### src/common/collision_pkg.sv
`default_nettype none

package collision_pkg;

    // Box centre coordinate
    typedef logic signed [23:0] pos_t;
    // Corner coordinate, a quarter of the centre scale
    typedef logic signed [21:0] point_t;
    // Unit axis component in Q12
    typedef logic signed [15:0] axis_t;
    typedef logic signed [6:0] half_ext_t;
    typedef logic signed [23:0] proj_t;
    // Full width dot product before the Q12 scale is removed
    typedef logic signed [35:0] prod_t;
    // Negative means the boxes are apart on that side of the axis
    typedef logic signed [31:0] pen_t;

    // Centre to corner scale
    localparam int POS_SHIFT = 2;
    // Drops the Q12 axis scale
    localparam int PROJ_SHIFT = 12;
    // Half extent to projection scale
    localparam int EXT_SHIFT = 16;
    // Register stages from in_valid to out_valid
    localparam int PIPE_DEPTH = 3;

endpackage

`default_nettype wire
### src/sat/extent_penetration.sv
`timescale 1ns/1ps
`default_nettype none

module extent_penetration (
    input  logic                     clk,
    input  logic                     rst_n,
    input  logic                     load,
    input  collision_pkg::proj_t     proj_u0, proj_u1, proj_u2, proj_u3,
    input  collision_pkg::proj_t     proj_v0, proj_v1, proj_v2, proj_v3,
    input  collision_pkg::half_ext_t half_width,
    input  collision_pkg::half_ext_t half_height,
    output collision_pkg::pen_t      pen_min_u,
    output collision_pkg::pen_t      pen_max_u,
    output collision_pkg::pen_t      pen_min_v,
    output collision_pkg::pen_t      pen_max_v
);

    collision_pkg::proj_t min_u;
    collision_pkg::proj_t max_u;
    collision_pkg::proj_t min_v;
    collision_pkg::proj_t max_v;
    collision_pkg::pen_t  ext_w;
    collision_pkg::pen_t  ext_h;

    function automatic collision_pkg::proj_t min2(input collision_pkg::proj_t a,
                                                  input collision_pkg::proj_t b);
        return (b < a) ? b : a;
    endfunction

    function automatic collision_pkg::proj_t max2(input collision_pkg::proj_t a,
                                                  input collision_pkg::proj_t b);
        return (b > a) ? b : a;
    endfunction

    // Pairs 0/1 and 2/3 first, then the two winners
    assign min_u = min2(min2(proj_u0, proj_u1), min2(proj_u2, proj_u3));
    assign max_u = max2(max2(proj_u0, proj_u1), max2(proj_u2, proj_u3));
    assign min_v = min2(min2(proj_v0, proj_v1), min2(proj_v2, proj_v3));
    assign max_v = max2(max2(proj_v0, proj_v1), max2(proj_v2, proj_v3));

    // Half extents in projection scale
    assign ext_w = collision_pkg::pen_t'(half_width) <<< collision_pkg::EXT_SHIFT;
    assign ext_h = collision_pkg::pen_t'(half_height) <<< collision_pkg::EXT_SHIFT;

    always_ff @(posedge clk) begin
        if (!rst_n) begin
            pen_min_u <= '0;
            pen_max_u <= '0;
            pen_min_v <= '0;
            pen_max_v <= '0;
        end else if (load) begin
            pen_min_u <= ext_w - collision_pkg::pen_t'(min_u);
            pen_max_u <= collision_pkg::pen_t'(max_u) + ext_w;
            pen_min_v <= ext_h - collision_pkg::pen_t'(min_v);
            pen_max_v <= collision_pkg::pen_t'(max_v) + ext_h;
        end
    end

endmodule

`default_nettype wire

### config.mk
export PLATFORM = sky130hd
export DESIGN_NAME = extent_penetration
export DESIGN_NICKNAME = d
export VERILOG_FILES = /design/src/common/collision_pkg.sv /design/src/sat/extent_penetration.sv
export SDC_FILE = /design/constraint.sdc
export NUM_CORES = 1
export LEC_CHECK = 0
export ABC_AREA = 0
export BUFFER_PORTS_ARGS = -buffer_cell sky130_fd_sc_hd__buf_2
export CAP_MARGIN = 5
export CORE_ASPECT_RATIO = 2
export CORE_MARGIN = 2
export CORE_UTILIZATION = 25
export DETAILED_ROUTE_END_ITERATION = 7
export HOLD_SLACK_MARGIN = 0.02
export PLACE_DENSITY_LB_ADDON = 0.05
export SYNTH_ARGS = -nofsm -noshare
export SYNTH_HDL_FRONTEND = slang
export SYNTH_SLANG_ARGS = --single-unit
### constraint.sdc
create_clock -name clk -period 7.9 [get_ports clk]
set_input_delay 1.58 -clock clk [delete_from_list [all_inputs] [get_ports clk]]
set_output_delay 1.58 -clock clk [all_outputs]
set_load 0.02 [all_outputs]
==> results by group <==
Power
  – Worst ir drop on vdd: 0.131 mV
  – Part of the total power dissipated in combinational logic: 76.6%
  – Portion of total power attributed to sequential cells: 14.2%
  – Clock group share of total power: 9.2%
  – Switching part of the total: 47.9%
  – Power after layout: 5220 uW
  – Int Pwr: 2720 uW
  – Switching power total: 2500 uW
  – Static leakage: 0.0114 uW
  – Power density of the placed cells: 232 nW/um2

Placed design
  – # port buffers: 336
  – Setup Slack @ Placement: -919 ps
  – Final HPWL from detailed placement: 65.0 mm
  – Placed cell count: 3506
  – RD Place Congestion: 0.895

CTS
  – Total clock buffers created by CTS: 9
  – Max Buffers Root-to-Sink: 2
  – Count of clock tree sinks: 100
  – Reg clk slew, reported paths: 80 ps
  – Number of levels the H-tree was split into: 3
  – Hold buffers post-CTS: 0
  – Latest clock arrival within the worst-skew pair: 390 ps
  – CTS tree: built
  – Root Buffer Master: clkbuf_16

Timing
  – Final clock skew: 0 ps
  – Actual transition at the worst max-transition pin: 948 ps
  – Final setup violating endpoints: 0
  – Fin crit period: 7700 ps
  – Period utilization: 97.5%
  – Fin. max-slew vios: 0
  – Slack of the critical path: 196 ps
  – Worst max-slew margin expressed relative to the limit: 36.7%
  – Sum Neg Setup Slack: 0 ps
  – Top achievable clock speed: 0.130 GHz
  – Final hold vios: 0
  – RSZ-0062 raised after global routing: true

Detailed routing
  – Total wire length: 75.2 mm
  – DRC Markers: 0
  – First-iteration detailed-routing DRC count: 502
  – Final ANT Viol Nets: 0
  – Via count of the routed design: 17100
  – Detailed-route vias per instance: 4.82
  – Post-detailed-route wirelength per cell: 21.2 um
  – Detailed-routing iteration count for the pre-antenna-repair pass: 5

Logic synthesis
  – Share of the synthesized area in compound gates (AO/OA/AOI/OAI): 20.8%
  – Count of synthesis-stage warnings from yosys: 0
  – Cell accounting for the most synthesized area: ha_1
  – Xor/xnor cell area share of the yosys netlist: 3.69%
  – Share of synthesized area spent on multiplexers: 14.5%
  – Post-Syn Instances: 1941
  – Share of synthesized cell area in and, or, nand and nor gates: 21.3%
  – Top FF cell, synth: dfxtp_1
  – Combinational family with the most area after synthesis: simple AND/OR/NAND/NOR gates
  – Average cell area after synthesis: 7.68 um2
  – Synth Register Bits: 100
  – Fraction of post-synthesis cell area in the top cell type by area: 18.8%
  – Async SR Flop Fraction: 0%
  – Leading post-synthesis cells by cell area: ha_1 (19%), dfxtp_1 (13%), mux2i_1 (8.3%)
  – Adder-cell share of the synthesized area: 19.1%
  – Share of the yosys chip area belonging to registers: 13.4%
  – Count of different cell masters after synthesis: 99
  – Post-synth EDFFs: 0
  – Synth Cell Area: 14900 um2
  – Total nets after synthesis: 2376

GRT
  – Largest net degree at the start of global routing: 58
  – Residual overflow from global routing: 0
  – Global-route total usage across every layer: 23.6%
  – Global-route wire length before repair: 107 mm
  – Number of antenna violations at the first check in global routing: 2
  – Number of global-route vias before repair: 17900

Final layout
  – Syn-to-layout area delta: 50.7%
  – Proportion of layout cells with a drive suffix above 1: 41.2%
  – Fill count: 6343
  – Count of non-filler cells in the finished layout: 3548
  – Most common cell after layout, fill and taps aside: buf_4
  – Number of nets in the finished design: 3209
  – Most frequent cells in the layout: buf_4 (585), buf_2 (335), ha_1 (219)

Critical path
  – Critical-path top delay cell: a2111o_1
  – Data arrival at the endpoint of the critical path: 8040 ps
  – Setup slack on the worst flop-to-flop path: 6930 ps
  – Required @ worst endpoint: 8240 ps
  – Worst Setup End Kind: flop
  – RR Endpoint: pen_min_u[30]$_SDFFE_PN0P_
  – Crit-path most repeated cell: o21a_1
  – Critical path class: primary input to flop
  – Delay of the slowest cell on the worst path: 490 ps
  – Peak fanout along the critical path: 6
  – Origin of the critical flop-to-flop path: pen_min_u[30]$_SDFFE_PN0P_
  – CP Launch Type: primary input
  – Cells on worst reg2reg path: 3

Floorplanning
  – Row count: 126
  – Ports placed on the boundary: 337
  – Initial cell density of the core: 25.3%
  – Area of the die: 61700 um2
  – Die X-Extent: 177 um
  – Core Region: 59000 um2
  – Die Ht: 349 um

Hold path
  – Hold wc startpoint: pen_min_v[5]$_SDFFE_PN0P_
  – Hold Path Class: flop to flop
  – Cell depth of the worst min-delay path: 2
  – Endpoint with the worst hold slack: pen_min_v[5]$_SDFFE_PN0P_

Flow run
  – Max-cap violations: 0

Run status
  – Result of the run: finished, final reports clean
sequential cells by signal (all words and copies together), names as in the netlist:
name       flops
pen_min_u     25
pen_max_u     25
pen_min_v     25
pen_max_v     25
metal layers:
metal  vias up  wire [um]  GRT usage [%]
met2       392      42500           48.5
met3       110       2690           2.86
li1       8665          -              -
met5         -         13              0
met1      7927      25400           21.7
met4         2       4630           12.7
worst max-delay path by stage:
stage | startpoint | end | cells past startpoint
final | proj_u0[13] | pen_max_u[30]$_SDFFE_PN0P_ | 37
after global routing | proj_u0[13] | pen_max_u[30]$_SDFFE_PN0P_ | 37
after CTS | proj_v0[13] | pen_max_v[23]$_SDFFE_PN0P_ | 38
after detailed placement | proj_u2[21] | pen_min_u[20]$_SDFFE_PN0P_ | 30
after global placement | proj_u2[21] | pen_min_u[20]$_SDFFE_PN0P_ | 30
after floorplan | proj_v0[23] | pen_max_v[30]$_SDFFE_PN0P_ | 40
Yosys cell counts (all sizes together) (5+ instances only):
cell / n
o31ai: 7
and4: 9
buf: 66
a211oi: 5
inv: 132
xor2: 22
nor4: 17
mux2: 79
o21ai: 117
a22oi: 8
nand2: 169
and3: 7
xnor2: 37
o21bai: 9
clkbuf: 49
o21a: 13
a311oi: 5
or3: 26
nand4: 40
nand3: 25
o211a: 11
nor2b: 91
nor3: 45
mux2i: 126
nor3b: 6
a21o: 46
o31a: 25
dfxtp: 100
o211ai: 12
and2: 7
ha: 224
a21oi: 153
a31oi: 25
nand2b: 15
nor2: 149
through the flow:
step	hold WS [ps]	instance area (um2)	util, %
5_1_grt	470	22500	38.1
3_5_place_dp	440	21500	36.4
6_report	446	22500	38.1
4_1_cts	452	21900	37.1
3_3_place_gp	434	21500	36.4
2_1_floorplan	523	15100	-
critical path, delay by kind of cell:
kind	cells	cell delay, ps
AO/OA/AOI/OAI	19	3470
adder cells (fa/ha/maj)	4	950
AND/OR/NAND/NOR	6	900
multiplexers	2	520
buffers and inverters	5	510
XOR/XNOR	1	110
logic make-up (layout without fill, tap and decap cells):
kind of cell	count (synthesis)	after routing
compound gates	479	479
xor+xnor	59	59
fa+ha+maj	226	226
buf+inv	247	1085
flops	100	100
mux	205	205
other cells	0	1
simple gates	625	625
power by group through the flow:
| stage | combinational (uW) | sequential, uW | clock (uW) |
|---|---|---|---|
| 6_report | 4000 | 740 | 481 |
| 5_1_grt | 4370 | 758 | 528 |
| 4_1_cts | 3880 | 742 | 512 |
| 3_5_place_dp | 3830 | 752 | 0 |
| 3_3_place_gp | 3830 | 748 | 0 |
| 2_1_floorplan | 2040 | 899 | 0 |
cell type report:
type	instances	area, um2	area share [%]
clock buffers	10	229	1.02
inverters	132	495	2.20
diodes	1	2.50	0.0111
repair buffers	937	6410	28.5
clock inverters	6	53.8	0.239
well taps	768	961	4.28
multi-input cells	1594	12300	54.8
flip-flops and latches	100	2000	8.91
timing repair:
item                       CTS  global route
setup endpoints to repair   28            30
gates resized for setup     30            73
gates cloned                 0             5
pin swaps                    4            34
buffers inserted             1            20
(Power assumes the default switching activity.)
