[config.mk]
export PLATFORM = sky130hd
export DESIGN_NAME = penetration_select
export DESIGN_NICKNAME = d
export VERILOG_FILES = /design/src/common/collision_pkg.sv /design/src/rtl/penetration_select.sv
export SDC_FILE = /design/constraint.sdc
export NUM_CORES = 1
export LEC_CHECK = 0
export BUFFER_PORTS_ARGS = -buffer_cell sky130_fd_sc_hd__buf_2
export CAP_MARGIN = 40
export CORE_AREA = 2 2 174 176
export CTS_CLUSTER_DIAMETER = 100
export DETAILED_ROUTE_END_ITERATION = 6
export DIE_AREA = 0 0 176 178
export GPL_TIMING_DRIVEN = 0
export PLACE_DENSITY = 0.7
export SLEW_MARGIN = 10
export SYNTH_ARGS = -nofsm -noshare
export SYNTH_HDL_FRONTEND = slang
export SYNTH_SLANG_ARGS = --single-unit
[constraint.sdc]
create_clock -name clk -period 11.5 [get_ports clk]
set_input_delay 0.575 -clock clk [delete_from_list [all_inputs] [get_ports clk]]
set_output_delay 0.575 -clock clk [all_outputs]
set_load 0.05 [all_outputs]
[src/common/collision_pkg.sv]
`default_nettype none

package collision_pkg;

    // Box centre coordinate
    typedef logic signed [23:0] pos_t;
    // Corner coordinate, a quarter of the centre scale
    typedef logic signed [21:0] point_t;
    // Unit axis component in Q12
    typedef logic signed [15:0] axis_t;
    typedef logic signed [6:0] half_ext_t;
    typedef logic signed [23:0] proj_t;
    // Full width dot product before the Q12 scale is removed
    typedef logic signed [35:0] prod_t;
    // Negative means the boxes are apart on that side of the axis
    typedef logic signed [31:0] pen_t;

    // Centre to corner scale
    localparam int POS_SHIFT = 2;
    // Drops the Q12 axis scale
    localparam int PROJ_SHIFT = 12;
    // Half extent to projection scale
    localparam int EXT_SHIFT = 16;
    // Register stages from in_valid to out_valid
    localparam int PIPE_DEPTH = 3;

endpackage

`default_nettype wire
[src/rtl/penetration_select.sv]
`timescale 1ns/1ps
`default_nettype none

module penetration_select (
    input  logic                 clk,
    input  logic                 rst_n,
    input  logic                 load,
    input  collision_pkg::pen_t  ab_pen_min_u, ab_pen_max_u,
    input  collision_pkg::pen_t  ab_pen_min_v, ab_pen_max_v,
    input  collision_pkg::pen_t  ba_pen_min_u, ba_pen_max_u,
    input  collision_pkg::pen_t  ba_pen_min_v, ba_pen_max_v,
    input  collision_pkg::axis_t b_u_x, b_u_y, b_v_x, b_v_y,
    input  collision_pkg::axis_t a_u_x, a_u_y, a_v_x, a_v_y,
    output logic                 is_collision,
    output collision_pkg::axis_t normal_x,
    output collision_pkg::axis_t normal_y,
    output collision_pkg::pen_t  penetration
);

    // Per test and axis: penetration and normal after the min/max pick
    collision_pkg::pen_t  ab_u_pen, ab_v_pen, ba_u_pen, ba_v_pen;
    collision_pkg::axis_t ab_u_nx, ab_u_ny, ab_v_nx, ab_v_ny;
    collision_pkg::axis_t ba_u_nx, ba_u_ny, ba_v_nx, ba_v_ny;
    collision_pkg::pen_t  u_pen, v_pen, best_pen;
    collision_pkg::axis_t u_nx, u_ny, v_nx, v_ny, best_nx, best_ny;

    // Axes come straight from the ports, so the caller holds them until the result is out
    always_comb begin
        // Min side wins ties and points the normal against the axis
        ab_u_pen = (ab_pen_max_u < ab_pen_min_u) ? ab_pen_max_u : ab_pen_min_u;
        ab_u_nx  = (ab_pen_max_u < ab_pen_min_u) ? b_u_x : -b_u_x;
        ab_u_ny  = (ab_pen_max_u < ab_pen_min_u) ? b_u_y : -b_u_y;
        ab_v_pen = (ab_pen_max_v < ab_pen_min_v) ? ab_pen_max_v : ab_pen_min_v;
        ab_v_nx  = (ab_pen_max_v < ab_pen_min_v) ? b_v_x : -b_v_x;
        ab_v_ny  = (ab_pen_max_v < ab_pen_min_v) ? b_v_y : -b_v_y;
        ba_u_pen = (ba_pen_max_u < ba_pen_min_u) ? ba_pen_max_u : ba_pen_min_u;
        ba_u_nx  = (ba_pen_max_u < ba_pen_min_u) ? a_u_x : -a_u_x;
        ba_u_ny  = (ba_pen_max_u < ba_pen_min_u) ? a_u_y : -a_u_y;
        ba_v_pen = (ba_pen_max_v < ba_pen_min_v) ? ba_pen_max_v : ba_pen_min_v;
        ba_v_nx  = (ba_pen_max_v < ba_pen_min_v) ? a_v_x : -a_v_x;
        ba_v_ny  = (ba_pen_max_v < ba_pen_min_v) ? a_v_y : -a_v_y;

        // A onto B unless B onto A is strictly smaller
        u_pen = (ba_u_pen < ab_u_pen) ? ba_u_pen : ab_u_pen;
        u_nx  = (ba_u_pen < ab_u_pen) ? ba_u_nx : ab_u_nx;
        u_ny  = (ba_u_pen < ab_u_pen) ? ba_u_ny : ab_u_ny;
        v_pen = (ba_v_pen < ab_v_pen) ? ba_v_pen : ab_v_pen;
        v_nx  = (ba_v_pen < ab_v_pen) ? ba_v_nx : ab_v_nx;
        v_ny  = (ba_v_pen < ab_v_pen) ? ba_v_ny : ab_v_ny;

        // u unless v is strictly smaller
        best_pen = (v_pen < u_pen) ? v_pen : u_pen;
        best_nx  = (v_pen < u_pen) ? v_nx : u_nx;
        best_ny  = (v_pen < u_pen) ? v_ny : u_ny;
    end

    always_ff @(posedge clk) begin
        if (!rst_n) begin
            // A zero penetration is not negative, so it counts as a collision
            is_collision <= 1'b1;
            normal_x     <= '0;
            normal_y     <= '0;
            penetration  <= '0;
        end else if (load) begin
            is_collision <= ~best_pen[31];
            normal_x     <= best_nx;
            normal_y     <= best_ny;
            penetration  <= best_pen;
        end
    end

endmodule

`default_nettype wire

==> flow_summary_export.csv, run 1 <==
group,metric,value,unit
sta,fin_skew,0,ps
finish,layout_common_cells,"buf_2 (464), ha_1 (223), inv_1 (205), a21oi_1 (172), nor2_1 (168)",
pwr,total_power,0.002789,W
clocking,cts_max_path_buffers,2,
critical_path,end_kind,"flop",
clocking,clk_latency,340,ps
logic_synthesis,syn_inst,1918,
finish,multi_input_area,11140,µm²
finish,mostFrequentLayoutCell,"buf_2",
clocking,postCtsSetupBuffers,0,
critical_path,setup.worst_path.start,"ba_pen_min_u[22]",
pwr,leakagePower,8.642,nW
route,ant_nets,0,
global_route,grt.total_usage,0.3493,
finish,final_nets,2993,
clocking,cts-resized-gates,0,
sta,finalSetupTns,0,ps
finish,instances_no_fill,2782,
outcome,status,"complete, no violations",
route,totalWireLength,56740,µm
logic_synthesis,async_flop_share,0,
clocking,clock-root-buffer,"clkbuf_16",
critical_path,crit_fanout,10,
placement,place_congestion,0.9603,
pwr,p_per_area,166.4,nW/µm²
critical_path,r2r_slack,10730,ps
logic_synthesis,ys_seq_area_frac,0.09518,
sta,finalCritPeriodShare,0.8443,
critical_path,reg2reg_to,"penetration[4]",
route,drt_pass1_iterations,6,
critical_path,setup.worst_path.end,"is_collision",
floorplanning,coreArea,29400,µm²
global_route,grt_overflow,0,
pwr,ir_worst_vdd,0.1470,mV
critical_path,cp-start-kind,"input pin",
placement,dp_hpwl,49090,µm
global_route,grt_max_degree,14,
route,drt_iter0_markers,1279,
floorplanning,ios,452,
critical_path,crit_top_cell,"a21o_1",
clocking,cts_buffers,9,
floorplanning,die_w,176,µm
critical_path,regToRegStartpoint,"penetration[4]",
sta,final-max-slew-violation-count,0,
critical_path,cp.arrival,9940,ps
flow_run,maxCapViolations,0,
clocking,clkTransAtPathRegs,60,ps
sta,hold_ws,473.6,ps
critical_path,worst_ep_required_time,11730,ps
sta,finalSetupViolCount,0,
critical_path,rr_worst_depth,2,
clocking,cts.sinks,65,
global_route,grt_pass1_vias,15923,
sta,tightest_slew,843.1,ps
finish,layout-drive-gt1-share,0.2161,
sta,fmax,103.0,MHz
logic_synthesis,ys_ff_latch,65,
floorplanning,start_util,0.4650,
critical_path,cpMaxStageDelayCell,"clkbuf_1",
floorplanning,design.die.area,31330,µm²
finish,design_area,16770,µm²
critical_path,cp_slowest_stage_delay,630,ps
clocking,htreeDepth,3,
logic_synthesis,syn-num-nets,2528,
finish,seqCellArea,1301,µm²
logic_synthesis,syn_area,13670,µm²
placement,portBuffers,450,
critical_path,crit_type,"in -> reg",
sta,post-route-min-period,9709,ps
global_route,antenna_found_initial,7,
clocking,cts_tree,"yes",
floorplanning,num_rows,63,
logic_synthesis,syn_avg_cell_area,7.128,µm²
sta,rsz0062_at_grt,"no",
logic_synthesis,yosys_warnings,0,
hold_path,hold_class,"reg -> reg",
global_route,grt_pass1_wl,85150,µm
sta,hold_violations,0,
route,viasPerCell,5.894,
logic_synthesis,synth_edf_count,0,
route,drc,0,
route,vias,16398,
floorplanning,fp.dieH,178,µm
route,avgRoutedWirePerCell,20.40,µm
placement,dp_cells,2760,
finish,num-fill-cells,2928,
clocking,cts_hold_buffers,0,
placement,placement.cell_area,16430,µm²
sta,slew_headroom,0.4379,
logic_synthesis,synthFlopType,"dfxtp_1",
logic_synthesis,synth.distinct_cells,69,
finish,area_delta_synth_final,22.63,%
-- sequential cells by signal, indices dropped and copies added (netlist names) --
name          count
penetration      32
normal_x         16
normal_y         16
is_collision      1
-- synth_stat cells, types with 14 or more instances --
cell type | n | area share
a21o_1 | 51 | 0.028
a21oi_1 | 172 | 0.063
a31oi_1 | 35 | 0.016
buf_2 | 14 | 0.0051
clkbuf_1 | 68 | 0.019
dfxtp_1 | 65 | 0.095
ha_1 | 223 | 0.20
inv_1 | 205 | 0.056
mux2_2 | 15 | 0.012
mux2i_1 | 112 | 0.082
nand2_1 | 135 | 0.037
nand3_1 | 46 | 0.017
nand3b_1 | 40 | 0.022
nand4_1 | 60 | 0.027
nor2_1 | 168 | 0.046
nor3_1 | 44 | 0.016
nor4_1 | 20 | 0.0092
o211ai_1 | 66 | 0.036
o21ai_0 | 86 | 0.031
xnor2_1 | 79 | 0.051
xor2_1 | 34 | 0.022
-- worst max-delay path: cells and delay by family --
kind / cells / cell delay [ps]
compound gates: 23 / 5050
buf+inv: 7 / 2130
fa+ha+maj: 3 / 940
simple gates: 5 / 900
mux: 1 / 330
-- worst min path at each step --
stage / startpoint / end / slack (ps) / cells past startpoint
after floorplan: penetration[31] / penetration[31] / 690 / 2
after global placement: normal_x[1] / normal_x[1] / 450 / 2
after detailed placement: normal_x[1] / normal_x[1] / 470 / 2
after CTS: penetration[31] / penetration[31] / 480 / 2
after global routing: normal_y[2] / normal_y[2] / 510 / 1
final: penetration[31] / penetration[31] / 470 / 2
-- logic make-up after synthesis --
family	share of synthesized area
compound gates	0.2357
xor+xnor	0.07239
fa+ha+maj	0.2048
buf+inv	0.09023
flops	0.09518
mux	0.09518
simple gates	0.2065
-- power by group --
part	switching, W	internal [W]	total (W)
registers	0.0000536	0.000308	0.000361
clock network	0.000118	0.000170	0.000288
logic	0.00142	0.000722	0.00214
-- metal layers --
| metal | track usage | wire, µm | part of all wire |
|---|---|---|---|
| met3 | 0.05350 | 4632 | 0.082 |
| met4 | 0.1643 | 2818 | 0.050 |
| met5 | 0 | 47 | 0.00083 |
| met1 | 0.4314 | 22890 | 0.40 |
| met2 | 0.5969 | 26360 | 0.46 |
-- through the flow --
step / setup WS, ps / util
after floorplan: 3155 / -
after global placement: 1583 / 0.5582
after detailed placement: 1513 / 0.5590
after CTS: 1821 / 0.5693
after global routing: 1236 / 0.5702
final: 1791 / 0.5702
-- layout make-up --
type / count / area share
Antenna cell: 4 / 0.0005970
Inverter: 205 / 0.04590
Sequential cell: 65 / 0.07761
Buffer: 103 / 0.02769
Tap cell: 390 / 0.02910
Clock buffer: 9 / 0.01343
Timing Repair Buffer: 454 / 0.1366
Clock inverter: 7 / 0.004776
Multi-Input combinational cell: 1545 / 0.6643
Note: power is estimated with default switching activity, not from simulation.
==> inputs of run 2 (changes only) <==
--- a/config.mk
+++ b/config.mk
@@ -5,6 +5,7 @@
 export SDC_FILE = /design/constraint.sdc
 export NUM_CORES = 1
 export LEC_CHECK = 0
+export ABC_AREA = 1
 export BUFFER_PORTS_ARGS = -buffer_cell sky130_fd_sc_hd__buf_2
 export CAP_MARGIN = 40
 export CORE_AREA = 2 2 174 176
==> constraint.sdc (replaced) <==
create_clock -name clk -period 10 [get_ports clk]
set_input_delay 0.5 -clock clk [delete_from_list [all_inputs] [get_ports clk]]
set_output_delay 0.5 -clock clk [all_outputs]
set_load 0.05 [all_outputs]
==> flow_summary_export.csv, run 2 <==
group,metric,value,unit
pwr,pwr-share-seq,0.108,
floorplanning,ios,452,
sta,final-max-slew-violation-count,0,
pwr,clkPwrFrac,0.075,
finish,mostFrequentLayoutCell,"nand2_1",
clocking,cts_max_path_buffers,2,
global_route,grt_pass1_vias,16035,
placement,dp_slack,1451,ps
critical_path,cp-start-kind,"input pin",
sta,rsz0062_at_grt,"no",
clocking,postCtsSetupBuffers,0,
placement,portBuffers,451,
clocking,clock-root-buffer,"clkbuf_16",
clocking,cts.sinks,65,
clocking,cts_tree,"yes",
critical_path,crit_type,"in -> reg",
finish,multi_input_area,10910,µm²
global_route,grt_overflow,0,
route,viasPerCell,5.521,
pwr,switchingPower,0.002568,W
critical_path,cpMaxStageDelayCell,"clkbuf_1",
floorplanning,coreArea,29400,µm²
route,drt_pass1_iterations,6,
finish,area_delta_synth_final,22.29,%
logic_synthesis,yosys_warnings,0,
route,drt_iter0_markers,1402,
critical_path,crit_fanout,10,
route,drc,0,
route,vias,17216,
finish,largest_reg_flops,32,
global_route,grt_pass1_wl,86280,µm
route,avgRoutedWirePerCell,18.37,µm
clocking,cts-resized-gates,0,
pwr,pwr-share-comb,0.817,
sta,hold_ws,401.8,ps
pwr,leakagePower,9.073,nW
logic_synthesis,syn-num-nets,2869,
logic_synthesis,ys_seq_area_frac,0.09522,
sta,tightest_slew,802.2,ps
pwr,ir_worst_vdd,0.1426,mV
logic_synthesis,yosysMostFrequentCell,"nand2_1",
flow_run,maxCapViolations,0,
logic_synthesis,post_synth_most_frequent_cells,"nand2_1 (548), inv_1 (263), nand3_1 (235), ha_1 (223), o21ai_0 (219)",
clocking,htreeDepth,3,
hold_path,hold_class,"in -> reg",
sta,hold_violations,0,
sta,slew_headroom,0.4652,
route,ant_nets,0,
logic_synthesis,syn_area,13670,µm²
logic_synthesis,syn_avg_cell_area,6.049,µm²
global_route,antenna_found_initial,3,
critical_path,cp_num_buf_inv,8,
logic_synthesis,async_flop_share,0,
finish,final_nets,3331,
outcome,status,"complete, no violations",
pwr,netSwitchingFraction,0.6082,
finish,layout_common_cells,"nand2_1 (548), buf_2 (476), inv_1 (263), nand3_1 (235), ha_1 (223)",
clocking,clkTransAtPathRegs,60,ps
clocking,cts_hold_buffers,0,
sta,fmax,119.6,MHz
route,totalWireLength,57290,µm
pwr,p_per_area,252.6,nW/µm²
finish,regMostFlops,"penetration",
clocking,clk_latency,340,ps
logic_synthesis,synthTopCellsByArea,"ha_1 (20%), nand2_1 (15%), dfxtp_1 (9.5%)",
sta,finalCritPeriodShare,0.8360,
critical_path,cp_slowest_stage_delay,530,ps
clocking,cts_buffers,9,
finish,seqCellArea,1301,µm²
logic_synthesis,yosysTopAreaCell,"ha_1",
finish,num-fill-cells,3050,
placement,place_congestion,0.9797,
finish,reg_top3,"penetration: 32 flops, normal_x: 16 flops, normal_y: 16 flops",
sta,fin_skew,0,ps
placement,dp_hpwl,49950,µm
global_route,grt_max_degree,13,
floorplanning,start_util,0.4648,
floorplanning,design.die.area,31330,µm²
logic_synthesis,synth.distinct_cells,40,
pwr,p_int,0.001654,W
logic_synthesis,ys_ff_latch,65,
critical_path,cp_top_family,"buffers and inverters",
logic_synthesis,synthFlopType,"dfxtp_1",
finish,fin_util,0.5684,
sta,post-route-min-period,8360,ps
sta,finalSetupTns,0,ps
critical_path,crit_top_cell,"nand2_1",
logic_synthesis,synth_edf_count,0,
logic_synthesis,syn_inst,2259,
critical_path,end_kind,"flop",
floorplanning,num_rows,63,
sta,finalSetupViolCount,0,
floorplanning,fp.dieH,178,µm
global_route,grt.total_usage,0.3519,
critical_path,worst_ep_required_time,10260,ps
logic_synthesis,synth_top_area_frac,0.2042,
floorplanning,die_w,176,µm
critical_path,cp.arrival,8620,ps
finish,layout-drive-gt1-share,0.1893,
sta,worst_slack,1640,ps
run 2: kinds of logic after synthesis:
group,Yosys count,synth area share
and+or+nand+nor,1001,0.3138
AOI/OAI and AO/OA,437,0.1690
buffers and inverters,367,0.1064
adders and majority gates,223,0.2042
xor gates and xnor gates,111,0.07114
DFF,65,0.09522
muxes,55,0.04029
run 2: final timing paths:
path	startpoint	endpoint	slack, ps	depth (start not counted)
setup / recovery	ba_pen_min_u[5]	penetration[23]	1640	41
hold / removal	rst_n	is_collision	400	2
setup reg to reg	normal_x[13]	normal_x[13]	9280	2
hold reg to reg	penetration[10]	penetration[10]	460	2
run 2: cell type report:
cell class | count | area share
Clock inverter | 7 | 0.004193
Inverter | 265 | 0.05952
Timing Repair Buffer | 451 | 0.1351
Buffer | 102 | 0.02748
Antenna cell | 2 | 0.0002995
Clock buffer | 9 | 0.01348
Sequential cell | 65 | 0.07787
Tap cell | 390 | 0.02920
Multi-Input combinational cell | 1827 | 0.6529
run 2: worst register-to-register path: stages (launching register included):
cell and delay [ps]:
dfxtp_1 430, nand2_1 80, a21oi_1 150
run 2: per-layer routing:
metal  share of wire  track usage  vias to the layer above  wire (µm)
li1                -            -                     8512          -
met1            0.42       0.4564                     7818      24150
met2            0.46       0.6178                      809      26620
met3           0.087      0.04028                       77       4994
met4           0.026      0.09539                        0       1516
met5               0            0                        -          0
run 2: per-stage QoR:
stage	instances	total power, W	instance area [µm²]
4_1_cts	3116	0.004165	16710
3_3_place_gp	3100	0.003786	16410
3_5_place_dp	3100	0.003833	16410
2_1_floorplan	2259	0.002825	13670
5_1_grt	3118	0.004566	16710
6_report	3118	0.004221	16710
run 2: power by group through the flow:
stage | combinational (W) | clock [W] | sequential, W
floorplan | 0.00198 | 0 | 0.000848
detailed placement | 0.00337 | 0 | 0.000458
global placement | 0.00333 | 0 | 0.000456
finish | 0.00345 | 0.000318 | 0.000455
CTS | 0.00339 | 0.000318 | 0.000453
global route | 0.00377 | 0.000331 | 0.000466
==> inputs of run 3 (changes only) <==
--- a/config.mk
+++ b/config.mk
@@ -5,7 +5,7 @@
 export SDC_FILE = /design/constraint.sdc
 export NUM_CORES = 1
 export LEC_CHECK = 0
-export ABC_AREA = 1
+export ABC_AREA = 0
 export BUFFER_PORTS_ARGS = -buffer_cell sky130_fd_sc_hd__buf_2
 export CAP_MARGIN = 40
 export CORE_AREA = 2 2 174 176
==> constraint.sdc (replaced) <==
create_clock -name clk -period 8.16 [get_ports clk]
set_input_delay 0.408 -clock clk [delete_from_list [all_inputs] [get_ports clk]]
set_output_delay 0.408 -clock clk [all_outputs]
set_load 0.05 [all_outputs]
==> flow_summary_export.csv, run 3 (synthesis results as in run 1) <==
group,metric,value,unit
floorplanning,coreArea,29400,µm²
clocking,cts_hold_buffers,0,
critical_path,setup.worst_path.start,"ab_pen_min_u[25]",
global_route,met1_usage,0.4318,
global_route,grt_pass1_vias,16366,
critical_path,crit_top_cell,"a21o_1",
critical_path,regToRegStartpoint,"normal_y[2]",
finish,reg_top3,"penetration: 32 flops, normal_x: 16 flops, normal_y: 16 flops",
clocking,clkTransAtPathRegs,60,ps
global_route,busiest_layer,"met2",
finish,num-fill-cells,2889,
clocking,cts_max_path_buffers,2,
outcome,status,"complete, no violations",
floorplanning,design.die.area,31330,µm²
critical_path,reg2reg_to,"normal_y[2]",
clocking,cts_buffers,9,
sta,worst_slack,201.0,ps
sta,final-max-slew-violation-count,0,
critical_path,setup.worst_path.end,"normal_y[10]",
sta,hold_ws,484.7,ps
pwr,p_per_area,239.5,nW/µm²
sta,fin_skew,0,ps
route,avgRoutedWirePerCell,20.69,µm
placement,place_congestion,0.9571,
flow_run,maxCapViolations,0,
route,drc,0,
route,drt_iter0_markers,1274,
critical_path,cp-start-kind,"input pin",
critical_path,worst_ep_required_time,8380,ps
critical_path,cp_top_family,"compound AO/OA/AOI/OAI gates",
global_route,antenna_found_initial,1,
placement,dp_hpwl,49400,µm
critical_path,rr_worst_depth,1,
pwr,leakagePower,8.973,nW
floorplanning,start_util,0.4650,
global_route,grt_pass1_wl,86220,µm
finish,layout-drive-gt1-share,0.2586,
hold_path,hold_class,"reg -> reg",
sta,post-route-min-period,7959,ps
critical_path,crit_type,"in -> reg",
floorplanning,fp.dieH,178,µm
sta,hold_violations,0,
clocking,clock-root-buffer,"clkbuf_16",
placement,portBuffers,450,
critical_path,cp.arrival,8180,ps
critical_path,end_kind,"flop",
clocking,cts_tree,"yes",
global_route,grt_util_met3,0.05520,
hold_path,hold_depth,2,
floorplanning,ios,452,
global_route,grt_max_degree,14,
finish,regMostFlops,"penetration",
sta,tightest_slew,891.8,ps
floorplanning,die_w,176,µm
route,totalWireLength,58100,µm
critical_path,r2r_slack,7380,ps
route,viasPerCell,5.969,
clocking,cts.sinks,65,
critical_path,crit_fanout,10,
finish,layout_common_cells,"buf_2 (464), ha_1 (219), inv_1 (205), nor2_1 (166), a21oi_1 (159)",
critical_path,cpMaxStageDelayCell,"mux2_2",
route,vias,16760,
global_route,grt_overflow,0,
finish,final_nets,3022,
clocking,clk_latency,340,ps
finish,area_delta_synth_final,27.97,%
sta,finalCritPeriodShare,0.9754,
critical_path,cp_slowest_stage_delay,380,ps
finish,mostFrequentLayoutCell,"buf_2",
sta,slew_headroom,0.4000,
pwr,ir_worst_vdd,0.2264,mV
route,ant_nets,0,
critical_path,cp.depth,38,
sta,finalSetupViolCount,0,
placement,dp_slack,-1494,ps
finish,largest_reg_flops,32,
floorplanning,num_rows,63,
critical_path,cp_num_buf_inv,7,
sta,fmax,125.6,MHz
global_route,grt.total_usage,0.3542,
global_route,grtUsageMet2,0.6047,
route,drt_pass1_iterations,6,
clocking,htreeDepth,3,
run 3: per-layer routing:
layer | vias to the layer above | wire [µm]
li1 | 7959 | -
met3 | 169 | 4615
met1 | 7782 | 23430
met4 | 2 | 2971
met5 | - | 13
met2 | 848 | 27070
run 3: report_power, final:
part | switching (W) | total (W) | internal (W) | leakage, nW
Sequential | 0.0000784 | 0.000512 | 0.000433 | 0.538
Combinational | 0.00207 | 0.00327 | 0.00120 | 8.29
Clock | 0.000166 | 0.000405 | 0.000240 | 0.147
run 3: cell type report:
| cell class | instances | area [µm²] | area share |
|---|---|---|---|
| antenna | 1 | 2.502 | 0.0001430 |
| buffer | 102 | 633.1 | 0.03619 |
| clock buffer | 9 | 225.2 | 0.01287 |
| clock inverter | 7 | 77.57 | 0.004434 |
| inverter | 205 | 769.5 | 0.04398 |
| multi-input combinational | 1545 | 11470 | 0.6557 |
| sequential | 65 | 1301 | 0.07438 |
| tap | 390 | 488.0 | 0.02789 |
| timing repair buffer | 484 | 2527 | 0.1445 |
run 3: through the flow:
stage               std cells  TNS, ps  power [W]  cell area [µm²]  utilization
finish                   2808        0   0.004191            17500       0.5950
global route             2807    -2191   0.004443            17490       0.5950
CTS                      2785        0   0.003988            17040       0.5794
detailed placement       2759   -90850   0.003462            16420       0.5586
global placement         2758   -83900   0.003412            16410       0.5582
floorplan                1918        0   0.002557            13670            -
run 3: timing repair:
item,CTS,global route
resized for setup,71,94
endpoints found under the setup margin,65,65
pin swaps,7,15
buffers inserted,10,23
run 3: how the worst min path moves through the flow:
stage / startpoint / slack, ps / end
final: normal_x[1] / 480 / normal_x[1]
after global routing: penetration[31] / 510 / penetration[31]
after CTS: normal_y[1] / 480 / normal_y[1]
after detailed placement: normal_y[1] / 470 / normal_y[1]
after global placement: normal_y[1] / 450 / normal_y[1]
after floorplan: b_v_x[0] / 660 / normal_x[0]
